===== config.mk =====
export PLATFORM = sky130hd
export DESIGN_NAME = rom_loader_top
export DESIGN_NICKNAME = d
export VERILOG_FILES = /design/src/common/loader_pkg.sv /design/src/common/loader_write_if.sv /design/src/boot_stream/boot_stream_in.sv /design/src/loader/ines_loader.sv /design/src/verilog/mem_write_stager.sv /design/src/verilog/rom_loader_top.sv
export SDC_FILE = /design/constraint.sdc
export NUM_CORES = 1
export LEC_CHECK = 0
export BUFFER_PORTS_ARGS = -buffer_cell sky130_fd_sc_hd__buf_2
export CORE_ASPECT_RATIO = 0.8
export CORE_MARGIN = 1
export CORE_UTILIZATION = 35
export CTS_BUF_LIST = sky130_fd_sc_hd__clkbuf_16
export CTS_CLUSTER_DIAMETER = 40
export DETAILED_ROUTE_END_ITERATION = 7
export GPL_TIMING_DRIVEN = 0
export MAX_ROUTING_LAYER = met4
export PLACE_DENSITY = 0.56
export SETUP_SLACK_MARGIN = 0.15
export SLEW_MARGIN = 10
export SYNTH_ARGS = -nofsm -noshare
export SYNTH_HDL_FRONTEND = slang
export SYNTH_SLANG_ARGS = --single-unit

===== constraint.sdc =====
create_clock -name clk -period 3.85 [get_ports clk]
set_clock_uncertainty 0.2 [all_clocks]
set_input_delay 0 -clock clk [delete_from_list [all_inputs] [get_ports clk]]
set_output_delay 0 -clock clk [all_outputs]
set_load 0.005 [all_outputs]

===== src/common/loader_pkg.sv =====
// Loader package: shared widths, memory map, header magic, pacing and the mapper flag word
package loader_pkg;

	// ------------------------------------------------------------
	// Widths and basic types
	// ------------------------------------------------------------
	localparam int MEM_ADDR_W  = 22;
	localparam int ROM_BYTE_W  = 8;
	localparam int BOOT_WORD_W = 32;
	localparam int WORD_BYTES  = BOOT_WORD_W / ROM_BYTE_W;    // Bytes per host word

	typedef logic [MEM_ADDR_W-1:0]  mem_addr_t;
	typedef logic [ROM_BYTE_W-1:0]  rom_byte_t;
	typedef logic [BOOT_WORD_W-1:0] boot_word_t;
	typedef logic [7:0]             file_type_t;

	localparam file_type_t FT_BIOS = 8'h02;    // FDS BIOS image
	localparam file_type_t FT_FDS  = 8'h03;    // FDS ROM, header optional

	// ------------------------------------------------------------
	// Memory map
	// ------------------------------------------------------------
	localparam mem_addr_t PRG_BASE     = 22'h000000;
	localparam mem_addr_t CHR_BASE     = 22'h200000;
	localparam mem_addr_t FDS_BASE     = 22'h010010;    // FDS image, header skipped
	localparam mem_addr_t FDS_RAW_BASE = 22'h010020;    // FDS image without header
	localparam mem_addr_t BIOS_BASE    = 22'h000010;

	// iNES header layout
	localparam int HEADER_BYTES   = 16;
	localparam int HDR_CNT_W      = $clog2(HEADER_BYTES);
	localparam int PRG_PAGE_SHIFT = 14;    // 16 KB pages
	localparam int CHR_PAGE_SHIFT = 13;    // 8 KB pages

	localparam logic [31:0] NES_MAGIC = 32'h4E45531A;    // "NES" then 1A
	localparam logic [31:0] FDS_MAGIC = 32'h4644531A;    // "FDS" then 1A

	// Header bytes forced once an FDS or BIOS stream ends
	localparam rom_byte_t FDS_HDR_PRG = 8'hFF;    // No PRG masking
	localparam rom_byte_t FDS_HDR_B6  = 8'h40;    // Mapper low nibble 4
	localparam rom_byte_t FDS_HDR_B7  = 8'h10;    // Mapper high nibble 1

	// ------------------------------------------------------------
	// Pacing and buffering
	// ------------------------------------------------------------
	localparam int BYTE_PERIOD = 16;    // Clocks between byte releases
	localparam int PACE_W      = $clog2(BYTE_PERIOD);
	localparam int SLOT_PERIOD = 4;     // One memory slot every fourth clock
	localparam int SLOT_W      = $clog2(SLOT_PERIOD);
	localparam int FIFO_DEPTH  = 16;
	localparam int FIFO_AW     = $clog2(FIFO_DEPTH);
	localparam int FIFO_CNT_W  = $clog2(FIFO_DEPTH + 1);    // Holds 0 to FIFO_DEPTH

	// Mapper flag word as seen by the console core
	typedef struct packed {
		logic [6:0] reserved;     // Always zero
		logic [7:0] submapper;    // iNES 2.0 only
		logic       four_screen;
		logic       chr_ram;
		logic       mirroring;
		logic [2:0] chr_size;
		logic [2:0] prg_size;
		logic [7:0] mapper;
	} mapper_flags_t;

endpackage


===== src/common/loader_write_if.sv =====
// Loader write interface: byte writes plus done, error and mapper flags toward the output side
`timescale 1ns/1ps

interface loader_write_if import loader_pkg::*; ();

	mem_addr_t     addr;     // Target byte address
	rom_byte_t     data;     // Byte to write
	logic          wr;       // One clock per byte
	logic          done;     // Level, stays high once set
	logic          error;    // Valid with done
	mapper_flags_t flags;    // Meaningful once done

	// Parser side
	modport loader (
		output addr,
		output data,
		output wr,
		output done,
		output error,
		output flags
	);

	// Memory side
	modport stager (
		input addr,
		input data,
		input wr,
		input done,
		input error,
		input flags
	);

endinterface


===== src/boot_stream/boot_stream_in.sv =====
// Boot stream input: word handshake, byte swap, byte FIFO, paced release and download tracking
`timescale 1ns/1ps

module boot_stream_in import loader_pkg::*; (
	input  logic       clk,
	input  logic       host_reset_loader,
	input  boot_word_t bootdata_i,
	input  logic       bootdata_req_i,
	input  logic       download_end_i,
	output logic       bootdata_ack_o,
	output rom_byte_t  byte_o,
	output logic       byte_stb_o,
	output logic       downloading_o
);

	typedef enum logic {ACC_IDLE, ACC_HOLD} acc_state_t;

	acc_state_t            acc_state;
	rom_byte_t             fifo_mem [FIFO_DEPTH];
	logic [FIFO_AW-1:0]    wr_ptr;
	logic [FIFO_AW-1:0]    rd_ptr;
	logic [FIFO_CNT_W-1:0] fifo_count;
	logic [PACE_W-1:0]     pace_cnt;
	logic                  end_seen;    // download_end_i has been seen
	boot_word_t            swapped;
	logic                  room;
	logic                  push;
	logic                  pop;
	logic                  pace_wrap;

	// Byte order reversed; top of swapped is the lowest host byte
	assign swapped = {bootdata_i[7:0], bootdata_i[15:8], bootdata_i[23:16], bootdata_i[31:24]};

	assign room = (fifo_count <= FIFO_CNT_W'(FIFO_DEPTH - WORD_BYTES));    // Space for a word
	assign push = (acc_state == ACC_IDLE) && bootdata_req_i && room;

	// ------------------------------------------------------------
	// Accept machine
	// ------------------------------------------------------------
	always_ff @(posedge clk) begin
		if (host_reset_loader) begin
			acc_state      <= ACC_IDLE;
			bootdata_ack_o <= 1'b0;
		end else begin
			case (acc_state)
			ACC_IDLE: begin
				bootdata_ack_o <= push;    // Word taken on this edge
				if (push)
					acc_state <= ACC_HOLD;
			end
			ACC_HOLD: begin
				// Request ignored here, host drops it after ack
				bootdata_ack_o <= 1'b0;
				acc_state      <= ACC_IDLE;
			end
			default: acc_state <= ACC_IDLE;
			endcase
		end
	end

	// Four bytes per push, lowest host byte first
	always_ff @(posedge clk) begin
		if (push) begin
			for (int k = 0; k < WORD_BYTES; k++)
				fifo_mem[wr_ptr + FIFO_AW'(k)] <= swapped[BOOT_WORD_W-1-ROM_BYTE_W*k -: ROM_BYTE_W];
		end
	end

	// ------------------------------------------------------------
	// Paced read side
	// ------------------------------------------------------------
	assign pace_wrap  = (pace_cnt == PACE_W'(BYTE_PERIOD - 1));
	assign pop        = pace_wrap && (fifo_count != '0);
	assign byte_stb_o = pop;
	assign byte_o     = fifo_mem[rd_ptr];    // Valid in the strobe clock

	always_ff @(posedge clk) begin
		if (host_reset_loader) begin
			wr_ptr     <= '0;
			rd_ptr     <= '0;
			fifo_count <= '0;
			pace_cnt   <= '0;
		end else begin
			pace_cnt <= pace_wrap ? '0 : pace_cnt + 1'b1;
			if (push)
				wr_ptr <= wr_ptr + FIFO_AW'(WORD_BYTES);
			if (pop)
				rd_ptr <= rd_ptr + 1'b1;
			fifo_count <= fifo_count
				+ (push ? FIFO_CNT_W'(WORD_BYTES) : FIFO_CNT_W'(0))
				- (pop ? FIFO_CNT_W'(1) : FIFO_CNT_W'(0));
		end
	end

	// Download ends once the host says so and the FIFO has drained
	always_ff @(posedge clk) begin
		if (host_reset_loader) begin
			end_seen      <= 1'b0;
			downloading_o <= 1'b1;
		end else begin
			if (download_end_i)
				end_seen <= 1'b1;
			if (end_seen && (fifo_count == '0))
				downloading_o <= 1'b0;
		end
	end

	// Count stays within the FIFO after a push and agrees with the pointer distance
	a_no_overflow: assert property (@(posedge clk) disable iff (host_reset_loader)
		push |=> (fifo_count <= FIFO_CNT_W'(FIFO_DEPTH))
			&& (fifo_count[FIFO_AW-1:0] == FIFO_AW'(wr_ptr - rd_ptr)));

	// Bytes only leave while the pointers hold unread data, never after the download closed
	a_no_underflow: assert property (@(posedge clk) disable iff (host_reset_loader)
		byte_stb_o |-> ((rd_ptr != wr_ptr) || (fifo_count == FIFO_CNT_W'(FIFO_DEPTH)))
			&& downloading_o);

endmodule


===== src/loader/ines_loader.sv =====
// iNES and FDS loader: header parse, signature check, PRG/CHR/stream addressing and mapper flags
`timescale 1ns/1ps

module ines_loader import loader_pkg::*; (
	input  logic           clk,
	input  logic           host_reset_loader,
	input  file_type_t     filetype_i,
	input  rom_byte_t      byte_i,
	input  logic           byte_stb_i,
	input  logic           downloading_i,
	loader_write_if.loader wr_o
);

	typedef enum logic [2:0] {ST_HEADER, ST_PRG, ST_CHR, ST_ERROR, ST_STREAM} state_t;

	state_t               state;
	rom_byte_t            hdr [HEADER_BYTES];    // Raw iNES header
	logic [HDR_CNT_W-1:0] hdr_cnt;
	mem_addr_t            addr_q;
	mem_addr_t            bytes_left;            // Remaining PRG or CHR bytes
	logic                 done_q;
	logic                 error_q;
	logic                 wr;
	logic                 hdr_last;
	logic                 nes_magic;
	logic                 fds_magic;
	logic                 is_nes20;
	logic                 tail_nonzero;
	logic                 is_dirty;
	mapper_flags_t        flags;

	// Page count to size code, <=1 gives 0, doubling up to 7
	function automatic logic [2:0] size_code(input rom_byte_t pages);
		logic [2:0] code;
		code = 3'd7;
		for (int i = 6; i >= 0; i--) begin
			if ({1'b0, pages} <= (9'd1 << i))
				code = 3'(i);
		end
		return code;
	endfunction

	assign hdr_last  = (hdr_cnt == HDR_CNT_W'(HEADER_BYTES - 1));
	assign nes_magic = ({hdr[0], hdr[1], hdr[2], hdr[3]} == NES_MAGIC);
	assign fds_magic = ({hdr[0], hdr[1], hdr[2], hdr[3]} == FDS_MAGIC);

	// ------------------------------------------------------------
	// Write qualifier, same clock as the byte strobe
	// ------------------------------------------------------------
	always_comb begin
		case (state)
		ST_HEADER, ST_STREAM: wr = byte_stb_i && downloading_i;
		ST_PRG, ST_CHR:       wr = byte_stb_i && (bytes_left != '0);
		default:              wr = 1'b0;    // Error state writes nothing
		endcase
	end

	// ------------------------------------------------------------
	// Main FSM
	// ------------------------------------------------------------
	always_ff @(posedge clk) begin
		if (host_reset_loader) begin
			state      <= ST_HEADER;
			hdr_cnt    <= '0;
			addr_q     <= (filetype_i == FT_FDS) ? FDS_BASE : PRG_BASE;
			bytes_left <= '0;
			done_q     <= 1'b0;
			error_q    <= 1'b0;
		end else begin
			case (state)
			ST_HEADER: if (byte_stb_i) begin
				hdr_cnt <= hdr_cnt + 1'b1;
				addr_q  <= addr_q + 1'b1;
				if (hdr_last) begin
					// Trainers are not supported
					if (nes_magic && !hdr[6][2]) begin
						state      <= ST_PRG;
						addr_q     <= PRG_BASE;
						bytes_left <= mem_addr_t'(hdr[4]) << PRG_PAGE_SHIFT;
					end else if (fds_magic) begin
						state  <= ST_STREAM;
						addr_q <= FDS_BASE;
					end else if (filetype_i == FT_BIOS) begin
						state  <= ST_STREAM;
						addr_q <= BIOS_BASE;
					end else if (filetype_i == FT_FDS) begin
						state  <= ST_STREAM;    // Headerless FDS image
						addr_q <= FDS_RAW_BASE;
					end else begin
						state <= ST_ERROR;
					end
				end
			end
			ST_PRG, ST_CHR: begin
				if (bytes_left != '0) begin
					if (byte_stb_i) begin
						bytes_left <= bytes_left - 1'b1;
						addr_q     <= addr_q + 1'b1;
					end
				end else if (state == ST_PRG) begin
					state      <= ST_CHR;
					addr_q     <= CHR_BASE;
					bytes_left <= mem_addr_t'(hdr[5]) << CHR_PAGE_SHIFT;    // Zero means CHR-RAM
				end else begin
					done_q <= 1'b1;
				end
			end
			ST_ERROR: begin
				done_q  <= 1'b1;
				error_q <= 1'b1;
			end
			ST_STREAM: begin
				if (downloading_i) begin
					if (byte_stb_i)
						addr_q <= addr_q + 1'b1;
				end else begin
					done_q <= 1'b1;
				end
			end
			default: state <= ST_ERROR;
			endcase
		end
	end

	// Header store, FDS values forced when the stream closes
	always_ff @(posedge clk) begin
		if ((state == ST_HEADER) && byte_stb_i) begin
			hdr[hdr_cnt] <= byte_i;
		end else if ((state == ST_STREAM) && !downloading_i && !done_q) begin
			hdr[4] <= FDS_HDR_PRG;
			hdr[5] <= '0;
			hdr[6] <= FDS_HDR_B6;
			hdr[7] <= FDS_HDR_B7;
			for (int i = 8; i < HEADER_BYTES; i++)
				hdr[i] <= '0;
		end
	end

	// ------------------------------------------------------------
	// Mapper flags
	// ------------------------------------------------------------
	assign is_nes20 = (hdr[7][3:2] == 2'b10);

	// Junk in the tail marks an old dirty iNES 1.0 header
	always_comb begin
		tail_nonzero = (hdr[9][7:1] != '0);
		for (int i = 10; i < HEADER_BYTES; i++)
			tail_nonzero = tail_nonzero | (hdr[i] != '0);
	end

	assign is_dirty = !is_nes20 && tail_nonzero;

	always_comb begin
		flags             = '0;
		flags.submapper   = is_nes20 ? hdr[8] : 8'h00;
		flags.four_screen = hdr[6][3];
		flags.chr_ram     = (hdr[5] == '0);
		flags.mirroring   = hdr[6][0];
		flags.chr_size    = size_code(hdr[5]);
		flags.prg_size    = size_code(hdr[4]);
		flags.mapper      = {is_dirty ? 4'h0 : hdr[7][7:4], hdr[6][7:4]};    // Upper nibble dropped
	end

	assign wr_o.addr  = addr_q;
	assign wr_o.data  = byte_i;
	assign wr_o.wr    = wr;
	assign wr_o.done  = done_q;
	assign wr_o.error = error_q;
	assign wr_o.flags = flags;

	// Writes only in the data states, never after done
	a_wr_state: assert property (@(posedge clk) disable iff (host_reset_loader)
		wr |-> (state inside {ST_HEADER, ST_PRG, ST_CHR, ST_STREAM}) && !done_q);

endmodule


===== src/verilog/mem_write_stager.sv =====
// Memory write stager: holds each loader write for the next memory slot and latches mapper flags
`timescale 1ns/1ps

module mem_write_stager import loader_pkg::*; (
	input  logic           clk,
	input  logic           host_reset_loader,
	loader_write_if.stager wr_i,
	output mem_addr_t      mem_addr_o,
	output rom_byte_t      mem_data_o,
	output logic           mem_write_o,
	output mapper_flags_t  mapper_flags_o,
	output logic           load_done_o,
	output logic           load_error_o
);

	logic [SLOT_W-1:0] slot_cnt;    // Free running slot phase
	logic              slot_now;
	logic              pending;     // Write waiting for its slot
	mem_addr_t         addr_q;
	rom_byte_t         data_q;
	mapper_flags_t     flags_q;

	assign slot_now = (slot_cnt == SLOT_W'(SLOT_PERIOD - 1));

	// ------------------------------------------------------------
	// Slot alignment
	// ------------------------------------------------------------
	always_ff @(posedge clk) begin
		if (host_reset_loader) begin
			slot_cnt <= '0;
			pending  <= 1'b0;
		end else begin
			slot_cnt <= slot_now ? '0 : slot_cnt + 1'b1;
			if (wr_i.wr)
				pending <= 1'b1;
			else if (slot_now)
				pending <= 1'b0;    // Issued this clock
		end
	end

	// Captured payload
	always_ff @(posedge clk) begin
		if (wr_i.wr) begin
			addr_q <= wr_i.addr;
			data_q <= wr_i.data;
		end
		if (wr_i.done)
			flags_q <= wr_i.flags;    // Follows done by one clock
	end

	assign mem_write_o    = pending && slot_now;
	assign mem_addr_o     = addr_q;
	assign mem_data_o     = data_q;
	assign mapper_flags_o = flags_q;
	assign load_done_o    = wr_i.done;
	assign load_error_o   = wr_i.error;

	// Byte pacing upstream keeps one write per slot window
	a_no_overrun: assert property (@(posedge clk) disable iff (host_reset_loader)
		wr_i.wr |-> !pending);

endmodule


===== src/verilog/rom_loader_top.sv =====
// ROM loader top: boot word input, iNES/FDS loader and memory write stager
`timescale 1ns/1ps

module rom_loader_top import loader_pkg::*; (
	input  logic          clk,
	input  logic          host_reset_loader,
	// Host boot stream
	input  boot_word_t    bootdata_i,
	input  logic          bootdata_req_i,
	output logic          bootdata_ack_o,
	input  file_type_t    filetype_i,
	input  logic          download_end_i,
	// Memory write port
	output mem_addr_t     mem_addr_o,
	output rom_byte_t     mem_data_o,
	output logic          mem_write_o,
	// Load result
	output mapper_flags_t mapper_flags_o,
	output logic          load_done_o,
	output logic          load_error_o
);

	rom_byte_t loader_byte;
	logic      loader_byte_stb;
	logic      downloading;

	loader_write_if ldr_wr_if ();

	// ------------------------------------------------------------
	// Input side
	// ------------------------------------------------------------
	boot_stream_in boot_stream_in_inst (
		.clk               (clk),
		.host_reset_loader (host_reset_loader),
		.bootdata_i        (bootdata_i),
		.bootdata_req_i    (bootdata_req_i),
		.download_end_i    (download_end_i),
		.bootdata_ack_o    (bootdata_ack_o),
		.byte_o            (loader_byte),
		.byte_stb_o        (loader_byte_stb),
		.downloading_o     (downloading)
	);

	// Header parse and addressing
	ines_loader ines_loader_inst (
		.clk               (clk),
		.host_reset_loader (host_reset_loader),
		.filetype_i        (filetype_i),
		.byte_i            (loader_byte),
		.byte_stb_i        (loader_byte_stb),
		.downloading_i     (downloading),
		.wr_o              (ldr_wr_if.loader)
	);

	// Output side
	mem_write_stager mem_write_stager_inst (
		.clk               (clk),
		.host_reset_loader (host_reset_loader),
		.wr_i              (ldr_wr_if.stager),
		.mem_addr_o        (mem_addr_o),
		.mem_data_o        (mem_data_o),
		.mem_write_o       (mem_write_o),
		.mapper_flags_o    (mapper_flags_o),
		.load_done_o       (load_done_o),
		.load_error_o      (load_error_o)
	);

endmodule

## Word level (Yosys, flattened, before mapping)

Memory sizes are Yosys's and may differ from the RTL's. A register that Yosys moved wholly into a read port is not among the register bits.
Index checks and enable logic that the tools add are counted.

| word-level totals | value |
|---|---|
| bits in writable memories | 256 |
| bits of input ports | 44 |
| latch bits | 0 |
| memories kept | 2 |
| output and inout port bits | 66 |
| word-level logic and storage cells | 202 |
| flip-flop bits (word level) | 124 |
| ROM bits | 0 |

| operators by class | value |
|---|---|
| muxes and demuxes | 64 |
| div/mod/pow operators | 0 |
| $mul | 0 |
| bitwise gates (word level) | 8 |
| shift-type cells | 0 |
| order comparisons | 15 |
| reduce and logical (&&, ||, !) cells | 48 |
| $add $sub $neg | 12 |
| equal/unequal tests | 24 |

Memories:

| memory | words | width | rd ports | clocked after Yosys merged registers in | write ports | line | RTL |
|---|---|---|---|---|---|---|---|
| boot_stream_in_inst.fifo_mem | 16 | 8 | 1 | 1 | 4 | boot_stream_in.sv:19 | `rom_byte_t fifo_mem [FIFO_DEPTH];` |
| ines_loader_inst.hdr | 16 | 8 | 16 | 1 | 12 | ines_loader.sv:17 | `rom_byte_t hdr [HEADER_BYTES];` |

Operators with widths:

| kind | count |
|---|---|
| $mux W22 | 17 |
| $pmux W22 S3 | 1 |
| $eq A32 B31 Y1 const B | 2 |
| $reduce_bool A8 Y1 | 6 |
| $pmux W22 S2 | 1 |
| $mux W3 | 9 |
| $add A22 B1 Y22 const B | 1 |
| $reduce_bool A22 Y1 | 1 |
| $sub A22 B1 Y22 const B | 1 |
| $mux W1 | 18 |
| $mux W17 | 1 |
| $add A4 B1 Y4 const B | 4 |
| $eq A8 B2 Y1 const B | 2 |
| $le A8 B1 Y1 const B | 2 |
| $le A8 B2 Y1 const B | 2 |
| $le A8 B3 Y1 const B | 2 |
| $le A8 B4 Y1 const B | 2 |
| $le A8 B5 Y1 const B | 2 |
| $le A8 B6 Y1 const B | 2 |
| $le A8 B7 Y1 const B | 2 |
| $mux W2 | 8 |
| $reduce_or A2 Y1 | 7 |
| $logic_and A1 B1 Y1 | 12 |
| $mux W4 | 3 |
| 37 further kinds | 63 |

## Logic depth before layout (Yosys ltp)

Gate-level depths: netlist of the first run.

| depth | value |
|---|---|
| word-level depth | 9 |
| gate-level depth with buffers | 12 |
| mapped depth without buffers | 12 |

## Cells and area by module

Synthesis of the first run repeated with hierarchy kept, for this count alone.

| unflattened totals | value |
|---|---|
| cells, all modules | 1,327 |
| area, all modules | 16,623.4 um^2 |

By module, submodules not included:

| module | instances | cells each | seq. area each (um^2) | area each (um^2) |
|---|---|---|---|---|
| ines_loader | 1 | 954 | 4,083.9 | 8,807.2 |
| boot_stream_in | 1 | 299 | 4,284.1 | 5,828.1 |
| mem_write_stager | 1 | 74 | 1,921.8 | 1,988.2 |

## Worst setup path after synthesis of the first run

OpenSTA, ideal clock, no wires.

| timing | value |
|---|---|
| path kind | reg2reg |
| start | reg ines_loader_inst.state[0] |
| end | reg mem_write_stager_inst.addr_q[0], in the netlist mem_write_stager_inst.mem_addr_o[0] (enable) |
| setup time | 429 ps |
| slack | 249 ps |
| arrival | 2,972 ps |
| buffers on the path | 3 |
| clock period less this slack | 3,601 ps |
| stages on the path, launching flop included | 8 |
| data required time | 3,221 ps |
| cell sequence | dfxtp_1 > xnor2_1 > or2_2 > clkbuf_1 > a21o_1 > clkbuf_1 > clkbuf_1 > a21oi_1 |

| on the way | value |
|---|---|
| cells in the longest elaborated chain, start to end | 3 |
| elaborated cells on any way between the ends | 7 |
| those cells by class | 3 x eq/ne; 1 x mux; 3 x reduce/logical |

RTL lines:

| element | line | RTL |
|---|---|---|
| start, declared | ines_loader.sv:16 | `state_t state;` |
| start signal, assigned | ines_loader.sv:63 | `state <= ST_HEADER;` |
| start signal, assigned | ines_loader.sv:77 | `state <= ST_PRG;` |
| start signal, assigned | ines_loader.sv:81 | `state <= ST_STREAM;` |
| $eq A3 B2 Y1 (tied with other cells) | ines_loader.sv:51 | `case (state)` |
| $reduce_or A2 Y1 | ines_loader.sv:51 |  |
| $pmux W1 S2 (*) | ines_loader.sv:51 |  |
| named net ines_loader_inst.wr_o.wr | loader_write_if.sv:17 | `output wr,` |
| end signal, assigned | mem_write_stager.sv:44 | `addr_q <= wr_i.addr;` |
| end, declared | mem_write_stager.sv:19 | `mem_addr_t addr_q;` |

The timed path passes the listed nets; every way through them passes the cells marked *.
A chain may end at the register's enable or synchronous reset.

## Worst setup path in the final report of the first run

| timing | value |
|---|---|
| start | in filetype_i[2] |
| end | reg ines_loader_inst.addr_q[20], in the netlist ines_loader_inst.wr_o.addr[20], data pin |

| on the way | value |
|---|---|
| cells in the longest elaborated chain, start to end | 9 |
| elaborated cells on any way between the ends | 10 |
| those cells by class | 2 x eq/ne; 8 x mux |

RTL lines:

| element | line | RTL |
|---|---|---|
| start, declared | rom_loader_top.sv:11 | `input file_type_t filetype_i,` |
| $eq A8 B2 Y1 | ines_loader.sv:86 | `end else if (filetype_i == FT_FDS) begin` |
| $mux W22 | ines_loader.sv:86 |  |
| $mux W22 (*) | ines_loader.sv:83 | `end else if (filetype_i == FT_BIOS) begin` |
| $mux W22 (*) | ines_loader.sv:80 | `end else if (fds_magic) begin` |
| $mux W22 (*) | ines_loader.sv:76 | `if (nes_magic && !hdr[6][2]) begin` |
| $mux W22 (*) | ines_loader.sv:74 | `if (hdr_last) begin` |
| $mux W22 (*) | ines_loader.sv:71 | `ST_HEADER: if (byte_stb_i) begin` |
| $pmux W22 S3 (*) | ines_loader.sv:70 | `case (state)` |
| $mux W22 (*) | ines_loader.sv:62 | `if (host_reset_loader) begin` |
| end signal, assigned | ines_loader.sv:65 | `addr_q <= (filetype_i == FT_FDS) ? FDS_BASE : PRG_BASE;` |
| end signal, assigned | ines_loader.sv:73 | `addr_q <= addr_q + 1'b1;` |
| end signal, assigned | ines_loader.sv:98 | `addr_q <= addr_q + 1'b1;` |
| end, declared | ines_loader.sv:19 | `mem_addr_t addr_q;` |

Every way passes the cells marked *; elsewhere a longest branch is shown, timed or not. The select of a mux whose other input is x is not followed.

==> flow_summary_export.csv, run 1 <==
group,metric,value,unit
placed_design,gp_congestion,0.893,
setup_path,slowest_delay,0.66,ns
synthesis,synthSimpleGateAreaFrac,14.8,%
finish,drive_gt1_share,17.8,%
power,power,12.0,mW
clocking,clock_sinks,385,
global_routing,grt_pass1_vias,11100,
finish,fin_cells,2191,
synthesis,muxShareOfSynthArea,8.80,%
synthesis,async_reset_ff_share,0,%
placed_design,placed_cells,2016,
setup_path,end_kind,"flip-flop",
synthesis,synth_top_family_by_area,"simple AND/OR/NAND/NOR gates",
timing,maxSlewViolCount,0,
power,pwr_density_cell,602,nW/um^2
route,avgViaCountPerCell,5.17,
die,initial_core_util,35.8,%
finish,nets,1610,
route,routedWlPerCell,18.2,um
die,io_pins,110,
global_routing,grt_max_degree,33,
finish,multi_input_area,5620,um^2
die,rows,69,
synthesis,yosysUniqueCellTypes,70,
die,die_w,241,um
synthesis,ys.flop_type,"edfxtp_1",
clocking,clock_latency,0.60,ns
synthesis,syn_inst,1300,
timing,rsz0062_at_grt,"yes",
die,core,44800,um^2
setup_path,cp_max_fo,10,
finish,area_delta_synth_final,24.3,%
clocking,cts_made_buffers,52,
synthesis,ys_warn_count,0,
timing,min_period,3.54,ns
setup_path,cp_cell_sequence,"dlygate4sd3_1 > buf_2 > or4b_2 > dlygate4sd3_1 > nor2_2 > a2111oi_0 > or3_1 > clkbuf_1 > o21ai_0 > buf_2 > o31ai_1",
global_routing,grt.total_usage,17.8,%
placed_design,place_hpwl,26.5,mm
finish,regArea,10100,um^2
synthesis,synthAdderAreaFrac,1.68,%
synthesis,yosysSeqAreaShare,62.8,%
synthesis,netlist_top_cells_area,"edfxtp_1 (44%), dfxtp_1 (18%), mux4_2 (5.6%), mux2i_1 (3.1%), nor2_1 (2.8%)",
die,die-area,46800,um^2
clocking,clock_path_buffers,3,
timing,fin_crit_sh,91.8,%
global_routing,gr-total-overflow,0,
synthesis,yosysTopAreaCell,"edfxtp_1",
clocking,clkSlewWorstSetupHoldPaths,0.06,ns
route,drt_pre_antenna_iters,5,
setup_path,worstPathRequired,3.97,ns
setup_path,cp.arrival,3.66,ns
route,dr_total_vias,11300,
route,drc_errors,0,
timing,max_freq,283,MHz
finish,diodes,0,
run,drv_cap,0,
global_routing,grt_pass1_wl,62.9,mm
route,drt-initial-drc-count,795,
setup_path,r2r_slack,0.34,ns
synthesis,synth.ff_latch_count,385,
die,die_y,194,um
timing,hold_viol,0,
clocking,cts_htree_levels,2,
global_routing,antenna_found_initial,0,
clocking,cts_tree,"yes",
route,drt_wl_total,39.9,mm
setup_path,path_class,"in -> reg",
synthesis,synth_top_area_share,44.3,%
setup_path,crit_slowest_cell,"or4b_2",
timing,worstMarginPinSlew,1.11,ns
worst_hold_path,min_path_type,"in -> reg",
timing,slew-limit-headroom,26.3,%
power,max-vdd-ir-drop,410,uV
synthesis,synth_compound_area_share,8.24,%
route,drt.antenna.violating_nets,0,
power,leakage,7.22,nW
synthesis,synth_area,16100,um^2
synthesis,avgSynthCellArea,12.4,um^2
finish,final.fill_count,4080,
setup_path,start_kind,"input port",
timing,setup-violations-final,0,
synthesis,synth_edf_count,237,
placed_design,port-buffer-count,102,
outcome,status,"finished clean",
synthesis,synth_xor_area_share,0.982,%
clocking,cts_root_buffer,"clkbuf_16",
state kept, by name (all words and copies together) (netlist names), 2 cells and up, named ones only:
signal                                count
boot_stream_in_inst.wr_ptr                2
mem_write_stager_inst.mem_data_o          8
ines_loader_inst.wr_o.addr               22
ines_loader_inst.state                    3
mem_write_stager_inst.mapper_flags_o     25
ines_loader_inst.hdr                    124
mem_write_stager_inst.slot_cnt            2
boot_stream_in_inst.fifo_mem            128
boot_stream_in_inst.fifo_count            5
boot_stream_in_inst.rd_ptr                4
ines_loader_inst.bytes_left              22
ines_loader_inst.hdr_cnt                  4
boot_stream_in_inst.pace_cnt              4
mem_write_stager_inst.mem_addr_o         22
Yosys cell counts, types with 27 or more instances:
master and number:
mux2i_1 50, nand3_1 62, o21ai_0 28, nand2_1 109, mux4_2 40, edfxtp_1 237, nor4_1 30, a21oi_1 85
nor2_1 119, dfxtp_1 148, clkbuf_1 57, inv_1 27
worst max-delay path: cells and delay by family:
family	cells	cell delay, ns
and+or+nand+nor	3	1.32
buffers and inverters	5	1.79
AOI/OAI and AO/OA	3	0.53
report_power, final:
group / leakage [nW] / switching, mW / internal [mW]
Sequential: 3.38 / 0.303 / 4.87
Clock: 0.837 / 2.00 / 2.66
Combinational: 3.00 / 1.42 / 0.760
area by class of cell:
type	count	share of cell area, %
multi-input cells	816	28.1
plain buffers	78	1.77
clock buffers	53	6.64
well taps	603	3.78
inverters	27	0.508
repair buffers	185	6.77
flip-flops and latches	385	50.5
clock inverters	44	1.89
per-layer routing:
layer	up-vias	wire [um]	track usage, %
met4	0	830	5.27
met1	5524	18900	24.9
met3	65	2330	3.03
li1	5409	-	-
met2	337	17800	26.4
met5	-	0	-
cells in the final DEF, fill, tap and decap left out, drive strengths merged, types with 20 or more instances in the layout:
| cell | n |
|---|---|
| a21oi | 85 |
| and2 | 24 |
| buf | 125 |
| clkbuf | 110 |
| dfxtp | 148 |
| dlygate4sd3 | 78 |
| edfxtp | 237 |
| ha | 20 |
| inv | 51 |
| mux2i | 50 |
| mux4 | 40 |
| nand2 | 110 |
| nand3 | 62 |
| nor2 | 119 |
| nor3 | 25 |
| nor4 | 32 |
| o21ai | 28 |
cell families after synthesis:
logic type / count (synthesis)
compound gates: 207
xor+xnor: 18
fa+ha+maj: 21
buf+inv: 105
flops: 385
mux: 91
other cells: 1
simple gates: 472
what timing repair did:
action,4_1_cts,5_1_grt
endpoints found under the setup margin,37,11
setup buffers,0,0
gates resized for setup,10,3
hold buffers,78,0
endpoints found under the hold margin,169,0
per-stage QoR:
step,setup slack (ns),area (um^2),TNS [ns],util [%],hold WS [ns]
floorplan,0.249,16100,0,-,-0.101
global placement,-0.995,17300,-39.89,38.7,0.0108
detailed placement,-0.0888,17400,-0.0888,38.9,0.00967
CTS,0.170,19900,0,44.5,0.0264
global route,0.147,20000,0,44.6,0.108
finish,0.314,20000,0,44.6,0.0623
path summary, 6_finish.rpt:
check,start,to,depth (start not counted)
max,filetype_i[2],ines_loader_inst.wr_o.addr[20],11
min,filetype_i[7],ines_loader_inst.wr_o.addr[16],6
max reg2reg,ines_loader_inst.hdr_cnt[0],ines_loader_inst.bytes_left[20],9
min reg2reg,ines_loader_inst.hdr[6][7],mem_write_stager_inst.mapper_flags_o[3],0
Note: power is estimated with default switching activity, not from simulation.
==> run 2: changes to the inputs <==
==> constraint.sdc (replaced) <==
create_clock -name clk -period 3.85 [get_ports clk]
set_clock_uncertainty 0.2 [all_clocks]
set_input_delay 0.1925 -clock clk [delete_from_list [all_inputs] [get_ports clk]]
set_output_delay 0.1925 -clock clk [all_outputs]
set_load 0.01 [all_outputs]
==> flow_summary_export.csv, run 2 (synthesized netlist as in run 1, its figures left out) <==
group,metric,value,unit
finish,area_delta_synth_final,21.7,%
global_routing,grt_pass1_vias,11000,
placed_design,place_hpwl,26.5,mm
setup_path,end_kind,"flip-flop",
clocking,cts_root_buffer,"clkbuf_16",
setup_path,path_class,"reg -> reg",
timing,fin_hold_ws,0.134,ns
setup_path,slowest_delay,0.61,ns
power,leakage,7.05,nW
clocking,clock_path_buffers,3,
route,avgViaCountPerCell,5.16,
setup_path,cp_max_fo,17,
power,clock_power_share,38.8,%
timing,max_freq,285,MHz
setup_path,cp_cell_sequence,"nor4_2 > and4_1 > a21o_1 > clkbuf_1 > clkbuf_1 > a21oi_4 > buf_16 > a21oi_1 > nor2_1",
timing,rsz0062_at_grt,"no",
finish,most-common-layout-cells,"edfxtp_1 (237), dfxtp_1 (147), nor2_1 (118)",
setup_path,crit_path_frequent_cell,"clkbuf_1",
route,dr_total_vias,11100,
finish,diodes,0,
die,io_pins,110,
die,die_y,194,um
power,switching_power,3.73,mW
power,combPwrFrac,18.1,%
power,switching_share,31.1,%
finish,largest_register_ffs,128,
timing,setup-violations-final,0,
timing,min_period,3.51,ns
setup_path,cp.arrival,3.75,ns
clocking,cts_tree,"yes",
clocking,cts_made_buffers,52,
setup_path,start_kind,"flip-flop",
placed_design,port-buffer-count,102,
power,max-vdd-ir-drop,396,uV
clocking,clock_sinks,385,
finish,final_common_cell,"edfxtp_1",
timing,hold_viol,0,
worst_hold_path,min_path_type,"in -> reg",
power,pwr_density_cell,614,nW/um^2
die,rows,69,
die,die-area,46800,um^2
global_routing,grt_max_degree,33,
global_routing,grt_pass1_wl,62.2,mm
die,core,44800,um^2
route,drt_pre_antenna_iters,5,
route,routedWlPerCell,18.4,um
timing,maxSlewViolCount,0,
worst_hold_path,holdPathStages,6,
global_routing,gr-total-overflow,0,
outcome,status,"finished clean",
finish,fin_cells,2149,
power,power,12.0,mW
finish,nets,1568,
clocking,clkSlewWorstSetupHoldPaths,0.06,ns
clocking,cts_htree_levels,2,
placed_design,gp_congestion,0.893,
route,drt-initial-drc-count,778,
finish,utilization,43.6,%
timing,fin_crit_sh,91.1,%
run,drv_cap,0,
timing,worstMarginPinSlew,1.10,ns
global_routing,grt.total_usage,17.7,%
setup_path,worstPathRequired,4.10,ns
finish,regMostFlops,"boot_stream_in_inst.fifo_mem",
power,intPower,8.26,mW
die,initial_core_util,35.8,%
placed_design,placed_cells,2016,
global_routing,antenna_found_initial,0,
setup_path,crit_slowest_cell,"clkbuf_1",
route,drt.antenna.violating_nets,0,
setup_path,rr_worst_depth,9,
route,drc_errors,0,
timing,tns,0,ns
finish,drive_gt1_share,18.2,%
die,die_w,241,um
clocking,clock_latency,0.60,ns
route,drt_wl_total,39.5,mm
timing,slew-limit-headroom,26.4,%
power,power_frac_seq,43.1,%
run 2: final timing paths:
path	startpoint	to	slack, ns
worst min register to register	ines_loader_inst.hdr[6][7]	mem_write_stager_inst.mapper_flags_o[3]	0.23
worst min-delay path	filetype_i[2]	ines_loader_inst.state[1]	0.13
worst max register to register	ines_loader_inst.bytes_left[2]	mem_write_stager_inst.pending	0.34
worst max-delay path	ines_loader_inst.bytes_left[2]	mem_write_stager_inst.pending	0.34
run 2: critical path: cells and delay by family, from the launching register on:
family,cells,cell delay [ns]
AO/OA/AOI/OAI,3,0.57
buffers and inverters,3,1.23
flip-flops,1,0.37
AND/OR/NAND/NOR,3,0.99
run 2: power by group through the flow:
stage	Sequential, mW	Combinational, mW	Clock, mW
after floorplan	5.17	1.38	0
after global placement	5.25	2.05	0
after detailed placement	5.26	2.10	0
after CTS	5.17	2.15	4.78
after global routing	5.23	2.38	4.92
final	5.17	2.17	4.65
run 2: metal layers:
layer  share of wire (%)  vias up  GRT usage [%]
li1                    -     5321              -
met2                  45      307           26.1
met5                   0        -              -
met1                  47     5406           24.6
met4                 2.1        0           5.39
met3                 5.9       62           3.11
run 2: repair_timing:
item / 4_1_cts / 5_1_grt
pin swaps: 0 / 0
hold endpoints to repair: 138 / 0
endpoints found under the setup margin: 37 / 3
hold buffers: 36 / 0
buffers inserted: 0 / 0
resized for setup: 10 / 3
run 2: cell type report:
class	instances	area (um^2)
Buffer	78	353
Clock buffer	53	1330
Clock inverter	44	378
Fill cell	4101	25300
Inverter	27	101
Multi-Input combinational cell	816	5620
Sequential cell	385	10100
Tap cell	603	754
Timing Repair Buffer	143	932
run 2: through the flow:
| stage | setup WS, ns | cell area (um^2) |
|---|---|---|
| global placement | -0.995 | 17300 |
| floorplan | 0.249 | 16100 |
| CTS | 0.170 | 19500 |
| detailed placement | -0.0888 | 17400 |
| global route | 0.163 | 19500 |
| finish | 0.344 | 19500 |
==> run 3: changes to the inputs <==
CORE_UTILIZATION = 45   (was 35)
CTS_BUF_LIST = sky130_fd_sc_hd__clkbuf_4 sky130_fd_sc_hd__clkbuf_8   (was sky130_fd_sc_hd__clkbuf_16)
PLACE_DENSITY = 0.68   (was 0.56)
==> flow_summary_export.csv, run 3 (synthesized netlist as in run 1, its figures left out) <==
group,metric,value,unit
global_routing,grt_pass1_wl,59.4,mm
timing,hold_viol,0,
setup_path,cp.arrival,3.75,ns
setup_path,worstPathRequired,4.12,ns
route,drt-initial-drc-count,1043,
placed_design,port-buffer-count,102,
clocking,clock_latency,0.62,ns
run,drv_cap,0,
clocking,cts_htree_levels,2,
die,initial_core_util,45.9,%
timing,max_freq,287,MHz
die,die_y,171,um
finish,diodes,0,
power,power,10.7,mW
route,avgViaCountPerCell,5.61,
global_routing,grt_pass1_vias,11000,
route,drt_wl_total,37.8,mm
power,max-vdd-ir-drop,495,uV
route,dr_total_vias,11400,
clocking,clock_sinks,385,
die,io_pins,110,
clocking,cts_made_buffers,60,
clocking,cts_tree,"yes",
setup_path,end_kind,"flip-flop",
global_routing,antenna_found_initial,0,
route,drc_errors,0,
route,drt.antenna.violating_nets,0,
clocking,cts_setup_buffers,0,
route,drt_pre_antenna_iters,5,
finish,largest_register_ffs,128,
die,core,35000,um^2
placed_design,gp_congestion,0.910,
timing,min_period,3.48,ns
finish,drive_gt1_share,18.7,%
finish,regMostFlops,"boot_stream_in_inst.fifo_mem",
setup_path,r2r_end,"ines_loader_inst.hdr[5][3]",
timing,setup-violations-final,0,
global_routing,grt.total_usage,21.6,%
die,rows,61,
timing,rsz0062_at_grt,"no",
finish,nets,1575,
setup_path,cp_max_fo,14,
outcome,status,"finished clean",
timing,fin_crit_sh,90.5,%
power,pwr_density_cell,569,nW/um^2
finish,final_common_cell,"edfxtp_1",
placed_design,place_hpwl,25.1,mm
timing,worstMarginPinSlew,1.02,ns
setup_path,rr_worst_depth,7,
clocking,clkSlewWorstSetupHoldPaths,0.07,ns
clocking,clock_path_buffers,3,
finish,area_delta_synth_final,17.5,%
worst_hold_path,min_path_type,"in -> reg",
route,routedWlPerCell,18.6,um
setup_path,r2r_slack,0.37,ns
global_routing,grt_max_degree,33,
placed_design,pre_cts_ws,-0.00394,ns
die,die_w,213,um
setup_path,path_class,"reg -> reg",
die,die-area,36500,um^2
timing,maxSlewViolCount,0,
finish,most-common-layout-cells,"edfxtp_1 (237), dfxtp_1 (147), nor2_1 (118)",
clocking,cts_root_buffer,"clkbuf_8",
timing,fin_hold_ws,0.119,ns
global_routing,gr-total-overflow,0,
timing,tns,0,ns
power,leakage,6.85,nW
timing,slew-limit-headroom,31.7,%
timing,layout_setup_ws,0.366,ns
setup_path,endpoint,"ines_loader_inst.hdr[5][3]",
setup_path,start_kind,"flip-flop",
[run 3: cell types whose count changed in the layout (fill, tap and decap cells not counted), moves of 5 or more]
cell,previous run,this run
clkinv_2,2,10
inv_6,11,2
inv_1,32,27
clkbuf_8,0,61
clkbuf_4,0,18
inv_8,6,1
clkinv_1,4,14
clkinvlp_4,7,1
clkbuf_16,53,0
[run 3: through the flow]
stage               cell area [um^2]  util [%]  std cells
floorplan                      16100         -       1306
global placement               17200      49.2       1880
detailed placement             17300      49.4       1884
CTS                            18800      53.9       2032
global route                   18900      54.0       2032
finish                         18900      54.0       2032
[run 3: per-layer routing]
layer	vias to the layer above	GRT usage, %	routed length [um]
met5	-	-	0
met4	0	6.30	866
met3	84	3.89	2670
met2	425	32.1	16800
met1	5567	30.4	17500
li1	5326	-	-
[run 3: worst min path at each step]
| stage | startpoint | to | slack (ns) | depth (start not counted) |
|---|---|---|---|---|
| after floorplan | bootdata_i[0] | boot_stream_in_inst.fifo_mem[0][0] | 0.09 | 0 |
| after global placement | bootdata_i[19] | boot_stream_in_inst.fifo_mem[2][3] | 0.21 | 1 |
| after detailed placement | download_end_i | boot_stream_in_inst.end_seen | 0.21 | 3 |
| after CTS | filetype_i[3] | ines_loader_inst.state[1] | 0.07 | 6 |
| after global routing | bootdata_i[18] | boot_stream_in_inst.fifo_mem[2][2] | 0.1 | 2 |
| final | bootdata_i[20] | boot_stream_in_inst.fifo_mem[14][4] | 0.12 | 2 |
[run 3: final cells by class]
type | instances | area, um^2
buffer | 78 | 347
clock buffer | 79 | 975
clock inverter | 33 | 225
fill | 3054 | 16100
inverter | 27 | 101
multi-input combinational | 816 | 5620
sequential | 385 | 10100
tap | 472 | 591
timing repair buffer | 142 | 925
[run 3: worst max-delay path, stage by stage (launching register included)]
cell             delay [ns]
dfxtp_1                0.31
clkbuf_1               0.28
clkdlybuf4s15_2        0.54
mux4_2                 0.57
mux4_2                 0.58
clkbuf_1               0.48
mux2i_1                0.32
nor2_1                 0.06
[run 3: repair_timing]
item	in CTS	in global routing
gates resized for setup	6	8
hold buffers	36	0
endpoints found under the hold margin	140	0
setup endpoints to repair	32	136
[run 3: where the power goes]
| group | leakage, nW | internal [mW] | switching, mW |
|---|---|---|---|
| logic | 2.83 | 0.728 | 1.42 |
| clock network | 0.638 | 1.80 | 1.61 |
| registers | 3.38 | 4.87 | 0.307 |
| total | 6.85 | 7.40 | 3.34 |
